[src/source/cpu_defines.svh]
`ifndef CPU_DEFINES_SVH
`define CPU_DEFINES_SVH

// data path and address width
`define CPU_XLEN 32

// architectural registers, x0 included
`define CPU_NREGS 32

// first instruction address after reset
`define CPU_RESET_PC 32'h0000_0000

`endif

[src/source/isa_pkg.sv]
package isa_pkg;

	// one data or address word
	typedef logic [31:0] word_t;

	// register number, x0..x31
	typedef logic [4:0] reg_idx_t;

	// funct3 field of an instruction
	typedef logic [2:0] funct3_t;

	// major opcodes of the supported subset
	typedef enum logic [6:0] {
		OP     = 7'b0110011, // register-register alu
		OP_IMM = 7'b0010011, // addi only
		LUI    = 7'b0110111,
		LOAD   = 7'b0000011, // lw
		STORE  = 7'b0100011, // sw
		BRANCH = 7'b1100011, // beq, bne
		JAL    = 7'b1101111
	} opcode_t;

	// alu group, bit 30 picks sub
	localparam funct3_t F3_ADD_SUB = 3'b000;
	localparam funct3_t F3_SLT     = 3'b010;
	localparam funct3_t F3_XOR     = 3'b100;
	localparam funct3_t F3_OR      = 3'b110;
	localparam funct3_t F3_AND     = 3'b111;

	// branch group
	localparam funct3_t F3_BEQ = 3'b000;
	localparam funct3_t F3_BNE = 3'b001;

endpackage

[src/source/pipe_pkg.sv]
package pipe_pkg;

	// operation carried from decode into execute
	typedef enum logic [2:0] {
		ALU_ADD,
		ALU_SUB,    // also the branch compare
		ALU_AND,
		ALU_OR,
		ALU_XOR,
		ALU_SLT,    // signed
		ALU_PASS_B  // lui, passes the immediate
	} alu_op_t;

	// where an execute operand comes from
	typedef enum logic [1:0] {
		FWD_NONE, // value read in decode
		FWD_MEM,  // result sitting in memory stage
		FWD_WB    // result sitting in writeback
	} fwd_sel_t;

	// value written back to the register file
	typedef enum logic [1:0] {
		WB_ALU,
		WB_MEM,
		WB_PC4  // jal link
	} wb_sel_t;

endpackage

[src/source/alu.sv]
`timescale 1ns/1ps
`include "cpu_defines.svh"

module alu (
	input pipe_pkg::alu_op_t op,
	input isa_pkg::word_t a,
	input isa_pkg::word_t b,
	output isa_pkg::word_t result,
	output logic zero
);
	import isa_pkg::*;
	import pipe_pkg::*;

	localparam int MSB = `CPU_XLEN - 1;

	word_t diff;
	logic lt_signed;

	assign diff = a - b;

	// signs differ: the negative one is smaller, else the difference tells
	assign lt_signed = (a[MSB] != b[MSB]) ? a[MSB] : diff[MSB];

	always_comb begin
		case (op)
			ALU_ADD: result = a + b;
			ALU_SUB: result = diff;
			ALU_AND: result = a & b;
			ALU_OR: result = a | b;
			ALU_XOR: result = a ^ b;
			ALU_SLT: result = {{MSB{1'b0}}, lt_signed};
			ALU_PASS_B: result = b;
			default: result = a + b;
		endcase
	end

	// branches run ALU_SUB, so zero means equal
	assign zero = (result == '0);

endmodule

[src/source/cpu_ctrl.sv]
`timescale 1ns/1ps

module cpu_ctrl (
	input isa_pkg::word_t instr,
	output pipe_pkg::alu_op_t alu_op,
	output logic alu_src_imm,
	output logic reg_we,
	output logic mem_re,
	output logic mem_we,
	output pipe_pkg::wb_sel_t wb_sel,
	output logic is_branch,
	output logic branch_ne,
	output logic is_jump,
	output isa_pkg::word_t imm
);
	import isa_pkg::*;
	import pipe_pkg::*;

	opcode_t opcode;
	funct3_t funct3;
	word_t imm_i;
	word_t imm_s;
	word_t imm_b;
	word_t imm_u;
	word_t imm_j;

	assign opcode = opcode_t'(instr[6:0]);
	assign funct3 = instr[14:12];

	// immediate formats, all sign extended from bit 31
	assign imm_i = {{20{instr[31]}}, instr[31:20]};
	assign imm_s = {{20{instr[31]}}, instr[31:25], instr[11:7]};
	assign imm_b = {{19{instr[31]}}, instr[31], instr[7], instr[30:25], instr[11:8], 1'b0};
	assign imm_u = {instr[31:12], 12'b0};
	assign imm_j = {{11{instr[31]}}, instr[31], instr[19:12], instr[20], instr[30:21], 1'b0};

	always_comb begin
		// no-op unless an opcode below claims it
		alu_op = ALU_ADD;
		alu_src_imm = 1'b0;
		reg_we = 1'b0;
		mem_re = 1'b0;
		mem_we = 1'b0;
		wb_sel = WB_ALU;
		is_branch = 1'b0;
		branch_ne = 1'b0;
		is_jump = 1'b0;
		imm = '0;
		case (opcode)
			OP: begin
				reg_we = 1'b1;
				case (funct3)
					F3_ADD_SUB: alu_op = instr[30] ? ALU_SUB : ALU_ADD;
					F3_AND: alu_op = ALU_AND;
					F3_OR: alu_op = ALU_OR;
					F3_XOR: alu_op = ALU_XOR;
					F3_SLT: alu_op = ALU_SLT;
					default: reg_we = 1'b0; // shifts, sltu not built
				endcase
			end
			OP_IMM: begin
				if (funct3 == F3_ADD_SUB) begin // addi only
					reg_we = 1'b1;
					alu_src_imm = 1'b1;
					imm = imm_i;
				end
			end
			LUI: begin
				reg_we = 1'b1;
				alu_src_imm = 1'b1;
				alu_op = ALU_PASS_B;
				imm = imm_u;
			end
			LOAD: begin
				reg_we = 1'b1;
				mem_re = 1'b1;
				alu_src_imm = 1'b1; // address = rs1 + imm
				wb_sel = WB_MEM;
				imm = imm_i;
			end
			STORE: begin
				mem_we = 1'b1;
				alu_src_imm = 1'b1;
				imm = imm_s;
			end
			BRANCH: begin
				if ((funct3 == F3_BEQ) || (funct3 == F3_BNE)) begin
					is_branch = 1'b1;
					branch_ne = (funct3 == F3_BNE);
					alu_op = ALU_SUB; // compare via zero flag
					imm = imm_b;
				end
			end
			JAL: begin
				is_jump = 1'b1;
				reg_we = 1'b1;
				wb_sel = WB_PC4;
				imm = imm_j;
			end
			default: ;
		endcase
	end

endmodule

[src/source/cpu_top.sv]
`timescale 1ns/1ps
`include "cpu_defines.svh"

module cpu_top (
	output logic inst_cyc_out,
	output logic inst_stb_out,
	output isa_pkg::word_t inst_addr_out,
	input logic inst_ack_in,
	input isa_pkg::word_t inst_data_in,
	output logic data_stb_out,
	output logic data_we_out,
	input logic data_ack_in,
	output isa_pkg::word_t data_addr_out,
	output isa_pkg::word_t data_data_out,
	input isa_pkg::word_t data_data_in,
	input logic sys_clk,
	input logic sys_rst
);
	import isa_pkg::*;
	import pipe_pkg::*;

	localparam word_t PC_STEP = word_t'(4);

	typedef enum logic [1:0] {F_IDLE, F_WAIT, F_HOLD} fetch_state_t;

	fetch_state_t f_state;
	word_t pc;         // address of the outstanding or held fetch
	word_t hold_instr;
	word_t redir_pc;
	logic kill_f;      // outstanding fetch belongs to a flushed path
	logic f_valid;
	logic f_take;
	logic d_load;
	logic redirect;
	word_t f_instr;

	logic valid_d;
	word_t instr_d, pc_d, rdata_a_d, rdata_b_d, imm_d;
	alu_op_t alu_op_d;
	wb_sel_t wb_sel_d;
	logic alu_src_imm_d, reg_we_d, mem_re_d, mem_we_d, is_branch_d, branch_ne_d, is_jump_d;

	logic valid_e;
	word_t pc_e, imm_e, rdata_a_e, rdata_b_e;
	reg_idx_t rs1_e, rs2_e, rd_e;
	alu_op_t alu_op_e;
	wb_sel_t wb_sel_e;
	logic alu_src_imm_e, reg_we_e, mem_re_e, mem_we_e, is_branch_e, branch_ne_e, is_jump_e;
	word_t opa_e, opb_e, alu_res_e, target_e, pc4_e;
	logic zero_e, taken_e;

	logic valid_m;
	word_t alu_m, store_m, pc4_m, fwd_val_m;
	reg_idx_t rd_m;
	wb_sel_t wb_sel_m;
	logic reg_we_m, mem_re_m, mem_we_m;

	logic valid_w;
	word_t alu_w, mem_w, pc4_w, wb_data;
	reg_idx_t rd_w;
	wb_sel_t wb_sel_w;
	logic reg_we_w;

	fwd_sel_t fwd_a, fwd_b;
	logic stall_f, stall_d, flush_d, flush_e, freeze, inst_wait, data_wait;

	// strobe held until ack and a redirect during a wait kills that fetch
	assign inst_stb_out = (f_state == F_WAIT);
	assign inst_cyc_out = inst_stb_out;
	assign inst_addr_out = pc;
	assign f_valid = (f_state == F_HOLD) | (inst_stb_out & inst_ack_in & ~kill_f);
	assign f_instr = (f_state == F_HOLD) ? hold_instr : inst_data_in;
	assign f_take = f_valid & ~freeze & ~flush_d & ~stall_f;
	assign d_load = f_take & ~stall_d; // decode register takes the fetched word
	assign inst_wait = ~f_valid;
	assign redirect = taken_e & ~freeze;

	always_ff @(posedge sys_clk) begin
		if (sys_rst) begin
			f_state <= F_IDLE;
			pc <= `CPU_RESET_PC;
			kill_f <= 1'b0;
		end else begin
			case (f_state)
				F_IDLE: f_state <= F_WAIT;
				F_WAIT: begin
					if (inst_ack_in) begin
						if (kill_f) begin
							pc <= redir_pc;
							kill_f <= 1'b0;
						end else if (redirect) begin
							pc <= target_e;
						end else if (f_take) begin
							pc <= pc + PC_STEP;
						end else begin
							f_state <= F_HOLD; // decode busy so park the word
						end
					end else if (redirect) begin
						kill_f <= 1'b1;
					end
				end
				F_HOLD: begin
					if (redirect) begin
						pc <= target_e;
						f_state <= F_WAIT;
					end else if (f_take) begin
						pc <= pc + PC_STEP;
						f_state <= F_WAIT;
					end
				end
				default: f_state <= F_IDLE;
			endcase
		end
	end

	always_ff @(posedge sys_clk) begin
		if (inst_stb_out & inst_ack_in)
			hold_instr <= inst_data_in;
		if (redirect)
			redir_pc <= target_e;
	end

	// valid bits of the four pipeline registers
	always_ff @(posedge sys_clk) begin
		if (sys_rst) begin
			valid_d <= 1'b0;
			valid_e <= 1'b0;
			valid_m <= 1'b0;
			valid_w <= 1'b0;
		end else begin
			if (!freeze && flush_d)
				valid_d <= 1'b0;
			else if (d_load)
				valid_d <= 1'b1;
			if (!freeze) begin
				valid_e <= valid_d & ~flush_e;
				valid_m <= valid_e;
				valid_w <= valid_m;
			end
		end
	end

	always_ff @(posedge sys_clk) begin
		if (d_load) begin
			instr_d <= f_instr;
			pc_d <= pc;
		end
		if (!freeze) begin
			pc_e <= pc_d;
			imm_e <= imm_d;
			rdata_a_e <= rdata_a_d;
			rdata_b_e <= rdata_b_d;
			rs1_e <= instr_d[19:15];
			rs2_e <= instr_d[24:20];
			rd_e <= instr_d[11:7];
			alu_op_e <= alu_op_d;
			wb_sel_e <= wb_sel_d;
			alu_src_imm_e <= alu_src_imm_d;
			reg_we_e <= reg_we_d;
			mem_re_e <= mem_re_d;
			mem_we_e <= mem_we_d;
			is_branch_e <= is_branch_d;
			branch_ne_e <= branch_ne_d;
			is_jump_e <= is_jump_d;
			alu_m <= alu_res_e;
			store_m <= opb_e; // sw data after forwarding
			pc4_m <= pc4_e;
			rd_m <= rd_e;
			wb_sel_m <= wb_sel_e;
			reg_we_m <= reg_we_e;
			mem_re_m <= mem_re_e;
			mem_we_m <= mem_we_e;
			alu_w <= alu_m;
			mem_w <= data_data_in; // ack cycle of a load
			pc4_w <= pc4_m;
			rd_w <= rd_m;
			wb_sel_w <= wb_sel_m;
			reg_we_w <= reg_we_m;
		end
	end

	function automatic word_t fwd_mux(fwd_sel_t sel, word_t rf_val, word_t m_val, word_t w_val);
		case (sel)
			FWD_MEM: return m_val;
			FWD_WB: return w_val;
			default: return rf_val;
		endcase
	endfunction

	// execute
	assign opa_e = fwd_mux(fwd_a, rdata_a_e, fwd_val_m, wb_data);
	assign opb_e = fwd_mux(fwd_b, rdata_b_e, fwd_val_m, wb_data);
	assign target_e = pc_e + imm_e; // branch and jal target
	assign pc4_e = pc_e + PC_STEP;
	assign taken_e = valid_e & (is_jump_e | (is_branch_e & (zero_e ^ branch_ne_e)));

	// memory stage with one acknowledged strobe per access
	assign data_stb_out = valid_m & (mem_re_m | mem_we_m);
	assign data_we_out = valid_m & mem_we_m;
	assign data_addr_out = alu_m;
	assign data_data_out = store_m;
	assign data_wait = data_stb_out & ~data_ack_in;
	assign fwd_val_m = (wb_sel_m == WB_PC4) ? pc4_m : alu_m;

	always_comb begin
		case (wb_sel_w)
			WB_MEM: wb_data = mem_w;
			WB_PC4: wb_data = pc4_w;
			default: wb_data = alu_w;
		endcase
	end

	cpu_ctrl u_ctrl (
		.instr(instr_d), .alu_op(alu_op_d), .alu_src_imm(alu_src_imm_d),
		.reg_we(reg_we_d), .mem_re(mem_re_d), .mem_we(mem_we_d), .wb_sel(wb_sel_d),
		.is_branch(is_branch_d), .branch_ne(branch_ne_d), .is_jump(is_jump_d), .imm(imm_d)
	);

	reg_file u_regs (
		.sys_clk(sys_clk), .sys_rst(sys_rst),
		.rd_addr_a(instr_d[19:15]), .rd_addr_b(instr_d[24:20]),
		.rd_data_a(rdata_a_d), .rd_data_b(rdata_b_d),
		.wr_en(valid_w & reg_we_w), .wr_addr(rd_w), .wr_data(wb_data)
	);

	alu u_alu (
		.op(alu_op_e), .a(opa_e), .b(alu_src_imm_e ? imm_e : opb_e),
		.result(alu_res_e), .zero(zero_e)
	);

	hazard_unit u_hazard (
		.rs1_d(instr_d[19:15]), .rs2_d(instr_d[24:20]),
		.rs1_e(rs1_e), .rs2_e(rs2_e), .rd_e(rd_e), .rd_m(rd_m), .rd_w(rd_w),
		.reg_we_m(valid_m & reg_we_m), .reg_we_w(valid_w & reg_we_w),
		.mem_re_e(valid_e & mem_re_e), .taken_e(taken_e),
		.inst_wait(inst_wait), .data_wait(data_wait),
		.fwd_a(fwd_a), .fwd_b(fwd_b), .stall_f(stall_f), .stall_d(stall_d),
		.flush_d(flush_d), .flush_e(flush_e), .freeze(freeze)
	);

endmodule

[src/source/hazard_unit.sv]
`timescale 1ns/1ps

module hazard_unit (
	input isa_pkg::reg_idx_t rs1_d,
	input isa_pkg::reg_idx_t rs2_d,
	input isa_pkg::reg_idx_t rs1_e,
	input isa_pkg::reg_idx_t rs2_e,
	input isa_pkg::reg_idx_t rd_e,
	input isa_pkg::reg_idx_t rd_m,
	input isa_pkg::reg_idx_t rd_w,
	input logic reg_we_m,
	input logic reg_we_w,
	input logic mem_re_e,
	input logic taken_e,
	input logic inst_wait,
	input logic data_wait,
	output pipe_pkg::fwd_sel_t fwd_a,
	output pipe_pkg::fwd_sel_t fwd_b,
	output logic stall_f,
	output logic stall_d,
	output logic flush_d,
	output logic flush_e,
	output logic freeze
);
	import isa_pkg::*;
	import pipe_pkg::*;

	logic load_use;

	// newest producer first, x0 never forwarded
	function automatic fwd_sel_t pick_fwd(reg_idx_t src, reg_idx_t m_rd, logic m_we,
			reg_idx_t w_rd, logic w_we);
		if (m_we && (m_rd != '0) && (m_rd == src))
			return FWD_MEM;
		if (w_we && (w_rd != '0) && (w_rd == src))
			return FWD_WB;
		return FWD_NONE;
	endfunction

	assign fwd_a = pick_fwd(rs1_e, rd_m, reg_we_m, rd_w, reg_we_w);
	assign fwd_b = pick_fwd(rs2_e, rd_m, reg_we_m, rd_w, reg_we_w);

	// load result not ready before the next instruction's execute
	assign load_use = mem_re_e && (rd_e != '0) && ((rd_e == rs1_d) || (rd_e == rs2_d));

	assign freeze = data_wait; // whole pipe waits on the data bus
	assign stall_f = load_use;
	assign stall_d = load_use;

	// bubble into execute behind a load, or drop the instruction behind a taken transfer
	assign flush_e = ~data_wait & (taken_e | load_use);

	// fetch has nothing ready: decode gets a bubble unless it is being held
	assign flush_d = ~data_wait & (taken_e | (inst_wait & ~load_use));

endmodule

[src/source/reg_file.sv]
`timescale 1ns/1ps
`include "cpu_defines.svh"

module reg_file (
	input logic sys_clk,
	input logic sys_rst,
	input isa_pkg::reg_idx_t rd_addr_a,
	input isa_pkg::reg_idx_t rd_addr_b,
	output isa_pkg::word_t rd_data_a,
	output isa_pkg::word_t rd_data_b,
	input logic wr_en,
	input isa_pkg::reg_idx_t wr_addr,
	input isa_pkg::word_t wr_data
);
	import isa_pkg::*;

	word_t regs [`CPU_NREGS];

	// a write in flight wins over the stored value
	function automatic word_t read_port(reg_idx_t addr);
		if (addr == '0)
			return '0;
		if (wr_en && (wr_addr == addr))
			return wr_data;
		return regs[addr];
	endfunction

	always_ff @(posedge sys_clk) begin
		if (sys_rst) begin
			for (int i = 0; i < `CPU_NREGS; i++) begin
				regs[i] <= '0;
			end
		end else if (wr_en && (wr_addr != '0)) begin
			regs[wr_addr] <= wr_data; // x0 stays zero
		end
	end

	assign rd_data_a = read_port(rd_addr_a);
	assign rd_data_b = read_port(rd_addr_b);

endmodule

[config.mk]
export PLATFORM = sky130hd
export DESIGN_NAME = cpu_top
export DESIGN_NICKNAME = d
export VERILOG_FILES = /design/src/source/isa_pkg.sv /design/src/source/pipe_pkg.sv /design/src/source/alu.sv /design/src/source/cpu_ctrl.sv /design/src/source/cpu_top.sv /design/src/source/hazard_unit.sv /design/src/source/reg_file.sv
export VERILOG_INCLUDE_DIRS = /design/src /design/src/source
export SDC_FILE = /design/constraint.sdc
export NUM_CORES = 2
export LEC_CHECK = 0
export BUFFER_PORTS_ARGS = -buffer_cell sky130_fd_sc_hd__buf_2
export CAP_MARGIN = 40
export CORE_UTILIZATION = 40
export DETAILED_ROUTE_END_ITERATION = 10
export PLACE_DENSITY = 0.53
export SYNTH_ARGS = -nofsm -noshare
export SYNTH_HDL_FRONTEND = slang
export SYNTH_SLANG_ARGS = --single-unit
[constraint.sdc]
create_clock -name sys_clk -period 28.5 [get_ports sys_clk]
set_input_delay 5.7 -clock sys_clk [delete_from_list [all_inputs] [get_ports sys_clk]]
set_output_delay 5.7 -clock sys_clk [all_outputs]
set_load 0.05 [all_outputs]
==> metrics.txt <==
status finished, final reports clean; Post-CTS Setup Repair Bufs 0; maximum vdd ir drop 0.0646 mV; GR Layer Usage met1 43.5%; Layout fillers 17800; CTS H-tree depth 4; post_cts resized 0; Site Rows 165; CP Data Required Time 29.22 ns; Vias 58200; first-pass GRT wire length 445000 um; post-layout min period 11.39 ns; Via density 6.50; fin cells 8943; post-DP HPWL 206000 um; Worst Path Max Fanout 50; core area 203000 sq um; root buffer cell clkbuf_16; total CTS buffers 172; clock slew at reported path FFs 0.06 ns; leakage 0.0339 uW; post-placement cell count 8610; DIE AREA 207000 sq um; Tcrit/Tclk final 40.0%; Layout area overhead 13.8%; CTS tree done; Crit-path slowest cell o21ai_4; die width 455 um; final setup vio count 0; clk buf depth 3; dpl cell area 87800 sq um; Synth async-reset ratio 0%; hold_buf cts 0; endpoints failing hold 0; Synth Instances 6054; Routability Congestion 0.976; Critical Path Max Stage Delay 0.98 ns; Power Dens Cells 80.2 nW/um^2; fin area 93500 sq um; Slew Limit Fails 0; Setup TNS 0 ns; Post-route DRC 0; average wire per standard cell 36.4 um; Arr. time, crit path 12.11 ns; gr ovfl total 0; GRT busiest layer met2; clock sink count 1564; Critical Path End Type flip-flop; First-pass DRT Iterations 9; largest net degree at the start of global routing 114; met3 GRT Util 8.09%; unrepaired setup endpoints after global routing false; Slew HR 30.3%; number of global-route vias before repair 56200; initial antenna violation count 9; PortBufs 167; Syn Std Cell Area 82100 sq um; Detailed Route WL 326000 um; met2 Resource Use GR 45.6%; DIE HEIGHT 455 um; worst clock skew 0.0650 ns; CP delay by family, top compound AO/OA/AOI/OAI gates; layout cells sized above 1 23.9%; Min-Delay Path Class reg2reg; Boundary Pins 168; YS warnings 0; Detailed Route Iter0 Violations 8928; synthesized area per cell 13.6 sq um; Synth cell types 98; Post-synth EDFFs 1515; register area share after synthesis 56.6%; prevailing post-synth register cell edfxtp_1; Final Power 7500 uW; Setup crit start kind flip-flop; Layout Nets 6316; max_cap viols 0; fmax 0.0878 GHz; hold slack 0.405 ns; Clock Latency Late Sink 0.85 ns; Worst Max-Slew Pin Slew 1.04 ns; Synth Register Bits 1564; Critical Setup Path Class reg2reg; Initial Utilization 40.5%; total track usage 31.1%; Worst Path Buf+Inv 4; ANT nets after route 0
[layout by cell type (no fill, tap or decap), types with 23 or more instances in the layout]
cell type / netlist / routed
a221o_1: 36 / 36
buf_4: 4 / 121
nand2_1: 224 / 161
clkinv_1: 5 / 52
a21oi_1: 208 / 208
o211ai_1: 30 / 30
buf_16: 0 / 29
buf_2: 32 / 182
and3_1: 31 / 31
nor3_1: 79 / 76
ha_1: 130 / 130
edfxtp_1: 1515 / 1515
xnor2_1: 89 / 89
a31oi_1: 25 / 25
nor2_1: 1223 / 1218
and2_1: 29 / 29
conb_1: 1 / 32
nand4_1: 32 / 32
clkbuf_16: 0 / 176
o21ai_4: 0 / 31
a21o_1: 47 / 47
buf_12: 0 / 40
dfxtp_1: 49 / 39
clkbuf_1: 408 / 46
a211oi_1: 137 / 137
inv_1: 136 / 134
xor2_1: 46 / 46
nor2b_1: 59 / 56
mux2_2: 85 / 85
mux2i_1: 71 / 71
o21ai_0: 120 / 119
o21a_1: 24 / 23
o22ai_1: 25 / 25
nand2_4: 0 / 50
nand3_1: 72 / 72
mux4_2: 640 / 640
[area by class of cell]
cell class,instances,area (sq um),share of cell area (%)
Tap cell,2672,3340,3.58
Timing Repair Buffer,374,3450,3.69
Clock buffer,226,4630,4.96
Antenna cell,10,25.0,0.0268
Inverter,142,542,0.580
Sequential cell,1564,46500,49.8
Multi-Input combinational cell,3860,34000,36.4
Clock inverter,95,937,1.00
[cells in the mapped netlist, types with 8 or more instances]
cell type	count	area (sq um)
nor3_1	79	395
o211ai_1	30	225
o21ai_0	120	601
o221ai_1	13	114
ha_1	130	1630
a21o_1	47	353
a211o_1	8	70.1
and2_1	29	181
dfxtp_1	49	981
a21oi_1	208	1040
nand3_1	72	360
o31ai_1	20	150
o21bai_1	11	82.6
or2_2	12	75.1
a22oi_1	14	105
buf_1	73	274
o221a_2	9	101
a211oi_1	137	1030
nor4_1	22	138
mux2_2	85	957
a221o_1	36	360
nand2_1	224	841
nor2_1	1223	4590
mux4_2	640	14400
and3_1	31	194
nand4_1	32	200
xnor2_1	89	780
a21boi_0	10	75.1
xor2_1	46	403
inv_1	136	510
o21a_1	24	180
or4_1	12	90.1
buf_2	32	160
a31oi_1	25	156
edfxtp_1	1515	45500
clkbuf_1	408	1530
o21ai_1	37	185
nor2b_1	59	369
or3_1	22	138
mux2i_1	71	711
nand2b_1	22	138
o2111ai_1	8	70.1
a221oi_1	8	70.1
o22ai_1	25	156
[final timing paths]
check                                 start           endpoint  slack [ns]  cells after the start
worst max-delay path            wb_sel_w[1]  inst_addr_out[29]       17.11                     36
worst max register to register  wb_sel_w[1]  inst_addr_out[29]       17.11                     36
worst min-delay path               pc_d[16]           pc_e[16]        0.41                      0
worst min register to register     pc_d[16]           pc_e[16]        0.41                      0
[kinds of logic after synthesis]
kind of cell	synth area share (%)
AO/OA/AOI/OAI	7.37
XOR/XNOR	1.44
adder cells (fa/ha/maj)	2.08
buffers and inverters	3.11
flip-flops	56.6
multiplexers	19.6
other	0.00457
AND/OR/NAND/NOR	9.78
[state kept, by name, indices dropped and copies added (netlist names), 32 cells and up, named ones only]
name / cells
u_regs.regs: 1024
alu_w: 32
data_addr_out: 32
data_data_out: 32
hold_instr: 32
imm_e: 32
inst_addr_out: 32
instr_d: 32
mem_w: 32
pc4_m: 32
pc4_w: 32
pc_d: 32
pc_e: 32
rdata_a_e: 32
rdata_b_e: 32
redir_pc: 32
[where the power goes]
group | switching (uW) | total [uW] | internal (uW)
Clock | 987 | 2250 | 1260
Combinational | 1560 | 2300 | 747
Sequential | 207 | 2950 | 2740
Total | 2750 | 7500 | 4750
[routing by layer]
| metal | vias to the layer above | wire (um) |
|---|---|---|
| met5 | - | 13 |
| li1 | 23400 | - |
| met4 | 2 | 16000 |
| met1 | 30100 | 130000 |
| met3 | 676 | 38000 |
| met2 | 3918 | 141000 |
[through the flow]
stage | setup WS [ns] | utilization, %
floorplan | 11.77 | -
global placement | 17.42 | 42.5
detailed placement | 17.48 | 43.3
CTS | 17.41 | 46.0
global route | 16.53 | 46.0
finish | 17.11 | 46.1
(Power assumes the default switching activity.)
